**src/design/retire_pkg.sv**
```systemverilog
package retire_pkg;

    localparam int WORD_W     = 32;
    localparam int REG_ADDR_W = 5;

    // two lanes only, the HI/LO priority order depends on it
    localparam int NUM_LANES = 2;

    typedef logic [WORD_W-1:0]     word_t;
    typedef logic [2*WORD_W-1:0]   dword_t;
    typedef logic [REG_ADDR_W-1:0] reg_addr_t;

    // accumulate mode for HI:LO updates
    typedef enum logic [1:0] {
        HILO_NONE,
        HILO_ADD,
        HILO_SUB
    } hilo_op_t;

    // one retiring instruction, all zeros means an empty slot
    typedef struct packed {
        logic      valid;
        logic      regwrite;
        reg_addr_t wa;
        logic      memtoreg;
        logic      hitoreg;
        logic      lotoreg;
        logic      hiwrite;
        logic      lowrite;
        // load HI/LO from reg_data instead of alu_out
        logic      srca;
        hilo_op_t  hilo_op;
        word_t     reg_data;
        word_t     mem_data;
        dword_t    alu_out;
    } retire_lane_t;

endpackage

```
**src/design/reg_write_if.sv**
```systemverilog
`timescale 1ns/1ps

interface reg_write_if
    import retire_pkg::*;
();

    // one entry per lane, lane 1 older than lane 0
    logic      [NUM_LANES-1:0] wvalid;
    reg_addr_t [NUM_LANES-1:0] wa;
    word_t     [NUM_LANES-1:0] wd;

    // writeback side
    modport source (
        output wvalid,
        output wa,
        output wd
    );

    // register file side
    modport sink (
        input wvalid,
        input wa,
        input wd
    );

endinterface

```
**src/design/hilo_unit.sv**
```systemverilog
`timescale 1ns/1ps

module hilo_unit
    import retire_pkg::*;
(
    input  logic                         clk,
    input  logic                         reset,
    input  retire_lane_t [NUM_LANES-1:0] i_lanes,
    output word_t                        o_hi,
    output word_t                        o_lo
);

    dword_t [NUM_LANES-1:0] lane_res;
    logic                   hi_write;
    logic                   lo_write;
    word_t                  hi_data;
    word_t                  lo_data;

    // candidate HI:LO per lane, always against the old pair
    always_comb begin
        for (int i = 0; i < NUM_LANES; i++) begin
            case (i_lanes[i].hilo_op)
                HILO_ADD: lane_res[i] = {o_hi, o_lo} + i_lanes[i].alu_out;
                HILO_SUB: lane_res[i] = {o_hi, o_lo} - i_lanes[i].alu_out;
                default: begin
                    if (i_lanes[i].srca) begin
                        lane_res[i] = {i_lanes[i].reg_data, i_lanes[i].reg_data};
                    end else begin
                        lane_res[i] = i_lanes[i].alu_out;
                    end
                end
            endcase
        end
    end

    // older lane first, lane 0 overrides
    always_comb begin
        hi_write = 1'b0;
        lo_write = 1'b0;
        hi_data  = o_hi;
        lo_data  = o_lo;
        for (int i = NUM_LANES - 1; i >= 0; i--) begin
            if (i_lanes[i].valid && i_lanes[i].hiwrite) begin
                hi_write = 1'b1;
                hi_data  = lane_res[i][2*WORD_W-1:WORD_W];
            end
            if (i_lanes[i].valid && i_lanes[i].lowrite) begin
                lo_write = 1'b1;
                lo_data  = lane_res[i][WORD_W-1:0];
            end
        end
    end

    always_ff @(posedge clk) begin
        if (reset) begin
            o_hi <= '0;
            o_lo <= '0;
        end else begin
            if (hi_write) begin
                o_hi <= hi_data;
            end
            if (lo_write) begin
                o_lo <= lo_data;
            end
        end
    end

endmodule

```
**src/design/pipe_reg.sv**
```systemverilog
`timescale 1ns/1ps

module pipe_reg
    import retire_pkg::*;
#(
    parameter type T = logic
) (
    input  logic                 clk,
    input  logic                 reset,
    input  logic                 i_flush,
    input  T [NUM_LANES-1:0]     i_lanes,
    output T [NUM_LANES-1:0]     o_lanes
);

    // always enabled, a flush drops both lanes at once
    always_ff @(posedge clk) begin
        if (reset || i_flush) begin
            // zero record carries valid = 0
            o_lanes <= '0;
        end else begin
            o_lanes <= i_lanes;
        end
    end

endmodule

```
**src/design/regfile.sv**
```systemverilog
`timescale 1ns/1ps

module regfile
    import retire_pkg::*;
#(
    parameter int REG_COUNT = 32
) (
    input  logic                  clk,
    input  logic                  reset,
    reg_write_if.sink             wr,
    input  reg_addr_t [1:0]       i_ra,
    output word_t     [1:0]       o_rd
);

    localparam int NUM_READ = 2;
    // smaller files just use the low address bits
    localparam int AW = $clog2(REG_COUNT);

    word_t regs [REG_COUNT];

    always_ff @(posedge clk) begin
        if (reset) begin
            regs <= '{default: '0};
        end else begin
            // lane 1 first so the younger lane 0 lands last
            for (int i = NUM_LANES - 1; i >= 0; i--) begin
                if (wr.wvalid[i] && (wr.wa[i][AW-1:0] != '0)) begin
                    regs[wr.wa[i][AW-1:0]] <= wr.wd[i];
                end
            end
        end
    end

    // async read, same-cycle write not visible yet
    always_comb begin
        for (int p = 0; p < NUM_READ; p++) begin
            if (i_ra[p][AW-1:0] == '0) begin
                o_rd[p] = '0;
            end else begin
                o_rd[p] = regs[i_ra[p][AW-1:0]];
            end
        end
    end

endmodule

```
**src/design/retire_core.sv**
```systemverilog
`timescale 1ns/1ps

module retire_core
    import retire_pkg::*;
#(
    parameter int REG_COUNT = 32
) (
    input  logic                         clk,
    input  logic                         reset,
    input  logic                         i_flush,
    input  retire_lane_t [NUM_LANES-1:0] i_lanes,
    input  reg_addr_t    [1:0]           i_ra,
    output word_t        [1:0]           o_rd,
    output word_t                        o_hi,
    output word_t                        o_lo
);

    // lanes after the last stage register
    retire_lane_t [NUM_LANES-1:0] staged_lanes;

    // writeback to register file
    reg_write_if wr_if ();

    pipe_reg #(
        .T (retire_lane_t)
    ) stage_reg_i (
        .clk     (clk),
        .reset   (reset),
        .i_flush (i_flush),
        .i_lanes (i_lanes),
        .o_lanes (staged_lanes)
    );

    // hi/lo feed back before their update
    writeback writeback_i (
        .i_lanes (staged_lanes),
        .i_hi    (o_hi),
        .i_lo    (o_lo),
        .wr      (wr_if)
    );

    hilo_unit hilo_unit_i (
        .clk     (clk),
        .reset   (reset),
        .i_lanes (staged_lanes),
        .o_hi    (o_hi),
        .o_lo    (o_lo)
    );

    regfile #(
        .REG_COUNT (REG_COUNT)
    ) regfile_i (
        .clk   (clk),
        .reset (reset),
        .wr    (wr_if),
        .i_ra  (i_ra),
        .o_rd  (o_rd)
    );

endmodule

```
**src/design/writeback.sv**
```systemverilog
`timescale 1ns/1ps

module writeback
    import retire_pkg::*;
(
    input  retire_lane_t [NUM_LANES-1:0] i_lanes,
    input  word_t                        i_hi,
    input  word_t                        i_lo,
    reg_write_if.source                  wr
);

    word_t [NUM_LANES-1:0] result;

    // result select, memory data has top priority
    always_comb begin
        for (int i = 0; i < NUM_LANES; i++) begin
            if (i_lanes[i].memtoreg) begin
                result[i] = i_lanes[i].mem_data;
            end else if (i_lanes[i].lotoreg) begin
                // pre-update LO
                result[i] = i_lo;
            end else if (i_lanes[i].hitoreg) begin
                result[i] = i_hi;
            end else begin
                result[i] = i_lanes[i].alu_out[WORD_W-1:0];
            end
        end
    end

    // register 0 is dropped inside the register file
    always_comb begin
        for (int i = 0; i < NUM_LANES; i++) begin
            wr.wvalid[i] = i_lanes[i].valid && i_lanes[i].regwrite;
            wr.wa[i]     = i_lanes[i].wa;
            wr.wd[i]     = result[i];
        end
    end

endmodule

```
**config.mk**
```make
export PLATFORM = sky130hd
export DESIGN_NAME = retire_core
export DESIGN_NICKNAME = d
export VERILOG_FILES = /design/src/design/retire_pkg.sv /design/src/design/reg_write_if.sv /design/src/design/hilo_unit.sv /design/src/design/pipe_reg.sv /design/src/design/regfile.sv /design/src/design/retire_core.sv /design/src/design/writeback.sv
export SDC_FILE = /design/constraint.sdc
export NUM_CORES = 2
export LEC_CHECK = 0
export BUFFER_PORTS_ARGS = -buffer_cell sky130_fd_sc_hd__buf_2
export CELL_PAD_IN_SITES_DETAIL_PLACEMENT = 0
export CELL_PAD_IN_SITES_GLOBAL_PLACEMENT = 1
export CORE_ASPECT_RATIO = 0.75
export CORE_UTILIZATION = 51
export DETAILED_ROUTE_END_ITERATION = 10
export PLACE_DENSITY = 0.95
export RECOVER_POWER = 50
export SYNTH_ARGS = -nofsm -noshare
export SYNTH_HDL_FRONTEND = slang
export SYNTH_SLANG_ARGS = --single-unit
```
**constraint.sdc**
```tcl
create_clock -name clk -period 8.7 [get_ports clk]
set_input_delay 1.74 -clock clk [delete_from_list [all_inputs] [get_ports clk]]
set_output_delay 1.74 -clock clk [all_outputs]
set_load 0.02 [all_outputs]
```
==> results.yml <==
outcome:
  status: "finished with violations"
  violations: "max-capacitance violations, max-slew violations"
clocking:
  cts-hold-fix-buffers: 0
  clkTransAtPathRegs_ns: 0.07
  cts_root_buf: "clkbuf_16"
  cts_buffer_depth: 3
  numCtsBuffers: 144
  cts_tree: "yes"
  cts.sinks: 1374
  htreeDepth: 4
  clk-insertion-delay-late_ns: 0.82
  post_cts_buffers: 0
  cts_resized: 0
timing:
  fin_crit_sh_pct: 88.9
  rsz0062_at_grt: "false"
  worst_slack_ns: 0.964
  fin_skew_ns: 0.0340
  relSlewSlack_pct: -109
  fin_crit_ns: 7.74
  hold_violations: 0
  tns_ns: 0
  slew_violations: 548
  max_freq_mhz: 129
  tightest_slew_ns: 3.14
  finalSetupViolCount: 0
synthesis:
  synthCells: 10100
  netlist_area_um2: 84300
  synth_ff_type: "dfxtp_1"
  ys_ff_latch: 1374
  yosys_warnings: 0
  synth_nets: 10500
  synth_edf_count: 0
  synthArstFlopShare_pct: 0
  syn_avg_cell_area_um2: 8.34
  ys_types: 85
  yosysSeqAreaShare_pct: 32.6
worst_hold_path:
  hold_path.class: "reg -> reg"
  min_path_cells: 1
floorplan:
  die_h_um: 354
  chipWidth_um: 472
  pin_count: 427
  start_util_pct: 51.7
  coreArea_um2: 163000
  rows: 128
  dieArea_um2: 167000
setup_path:
  rr_worst_depth: 17
  crit_arrival_ns: 8.39
  cp.required_ns: 9.35
  crit_type: "in -> reg"
  r2r_setup_slack_ns: 2.21
  crit_fanout: 195
  end_kind: "flip-flop"
  timing.critical_path.from_type: "primary input"
grt:
  grt_max_degree: 203
  grt_overflow: 0
  antenna_found_initial: 14
  gr-usage-all-layers_pct: 46.8
  grt_first_pass_wirelength_um: 566000
  grt_pass1_vias: 79400
power:
  intPower_mw: 10.6
  p_per_area_nw_per_um2: 160
  power.share.switching_pct: 28.6
  peakVddDrop_uv: 215
  totalPowerFinal_mw: 14.8
  power_leakage_nw: 32.0
  share_seq_of_total_power_pct: 43.6
  p_sw_mw: 4.23
  combPwrFrac_pct: 11.4
  clkPwrFrac_pct: 44.9
route:
  drtIter0Drc: 15500
  via_per_inst: 7.15
  drc: 0
  dr.pass1.iters: 10
  ant_nets: 0
  wire_per_inst_um: 33.4
  drt-total-wl_um: 406000
  vias: 86900
final_layout:
  final_cell_mix: "nor2_1 (2338), dfxtp_1 (1366), a21oi_1 (1359)"
  instances_no_fill: 12100
  layout_commonest_cell: "nor2_1"
  fillCellCount: 14400
  final_util_pct: 56.9
  layout-drive-gt1-share_pct: 16.1
  areaGrowthSynthToFinish_pct: 10.1
  layout.nets: 10300
place:
  gp_congestion: 1.14
  io_buffer_count: 426
  place_inst: 11900
  preCtsSetupSlack_ns: 1.87
  dp_hpwl_um: 267000
job:
  maxCapViolCount: 10
==> power groups by stage <==
stage	clock, mW	sequential, mW	combinational [mW]
floorplan	0	6.53	1.04
global placement	0	6.59	1.61
detailed placement	0	6.59	1.61
CTS	6.62	6.45	1.62
global route	6.88	6.45	1.74
finish	6.65	6.46	1.69
==> registers in the layout (all words and copies together) (netlist names) <==
signal               cells
stage_reg_i.o_lanes    286
hilo_unit_i.o_lo        32
hilo_unit_i.o_hi        32
regfile_i.regs        1024
==> worst max-delay path, stage by stage <==
cell,delay (ns)
clkbuf_1,2.16
clkbuf_1,1.67
clkbuf_2,1.65
buf_12,0.59
nor2_1,0.15
==> logic make-up after synthesis <==
kind of cell	synth area share [%]
AO/OA/AOI/OAI	22.7
XOR/XNOR	2.43
adder cells (fa/ha/maj)	1.98
buffers and inverters	5.05
flip-flops	32.6
multiplexers	18.7
AND/OR/NAND/NOR	16.6
==> stage by stage <==
step,instance area (µm²),hold slack (ns)
after floorplan,84300,0.451
after detailed placement,88000,0.471
after global placement,88000,0.464
after CTS,93000,0.482
after global routing,92800,0.492
final,92800,0.485
==> cell type report <==
type / instances / area [µm²] / share of cell area [%]
Antenna cell: 15 / 37.5 / 0.0404
Clock buffer: 195 / 4070 / 4.38
Clock inverter: 64 / 878 / 0.946
Inverter: 73 / 274 / 0.295
Multi-Input combinational cell: 7606 / 53300 / 57.5
Sequential cell: 1374 / 27500 / 29.7
Tap cell: 2145 / 2680 / 2.89
Timing Repair Buffer: 673 / 3990 / 4.30
==> worst paths after layout <==
check | start | to
worst max-delay path | reset | regfile_i.regs[752]
worst min-delay path | regfile_i.regs[1012] | regfile_i.regs[1012]
worst max register to register | stage_reg_i.o_lanes[154] | hilo_unit_i.o_hi[3]
worst min register to register | regfile_i.regs[1012] | regfile_i.regs[1012]
==> synth_stat cells, drive strengths merged (50+ instances only) <==
library cell  number  area, µm²
mux2i            301       3010
mux4             540      12200
nand2            260        978
a21oi           1392       6970
nor3              85        447
nor2            2395       9000
a21o              69        518
dfxtp           1374      27500
buf              110        429
a211oi          1063       7990
mux2              50        563
o21ai            169        846
ha               130       1630
xnor2            185       1640
inv               73        274
clkbuf           947       3550
and2             299       1880
o211ai            68        510
==> layer usage <==
layer  wire [µm]  GRT usage, %  share of wire [%]  vias to the layer above
li1            -             -                  -                    36100
met1      151000          62.1                 37                    41700
met2      154000          61.2                 38                     7476
met3       74800          23.5                 18                     1591
met4       25600          24.5                6.3                       11
met5         374          1.41              0.092                        -
Note: power is estimated with default switching activity, not from simulation.
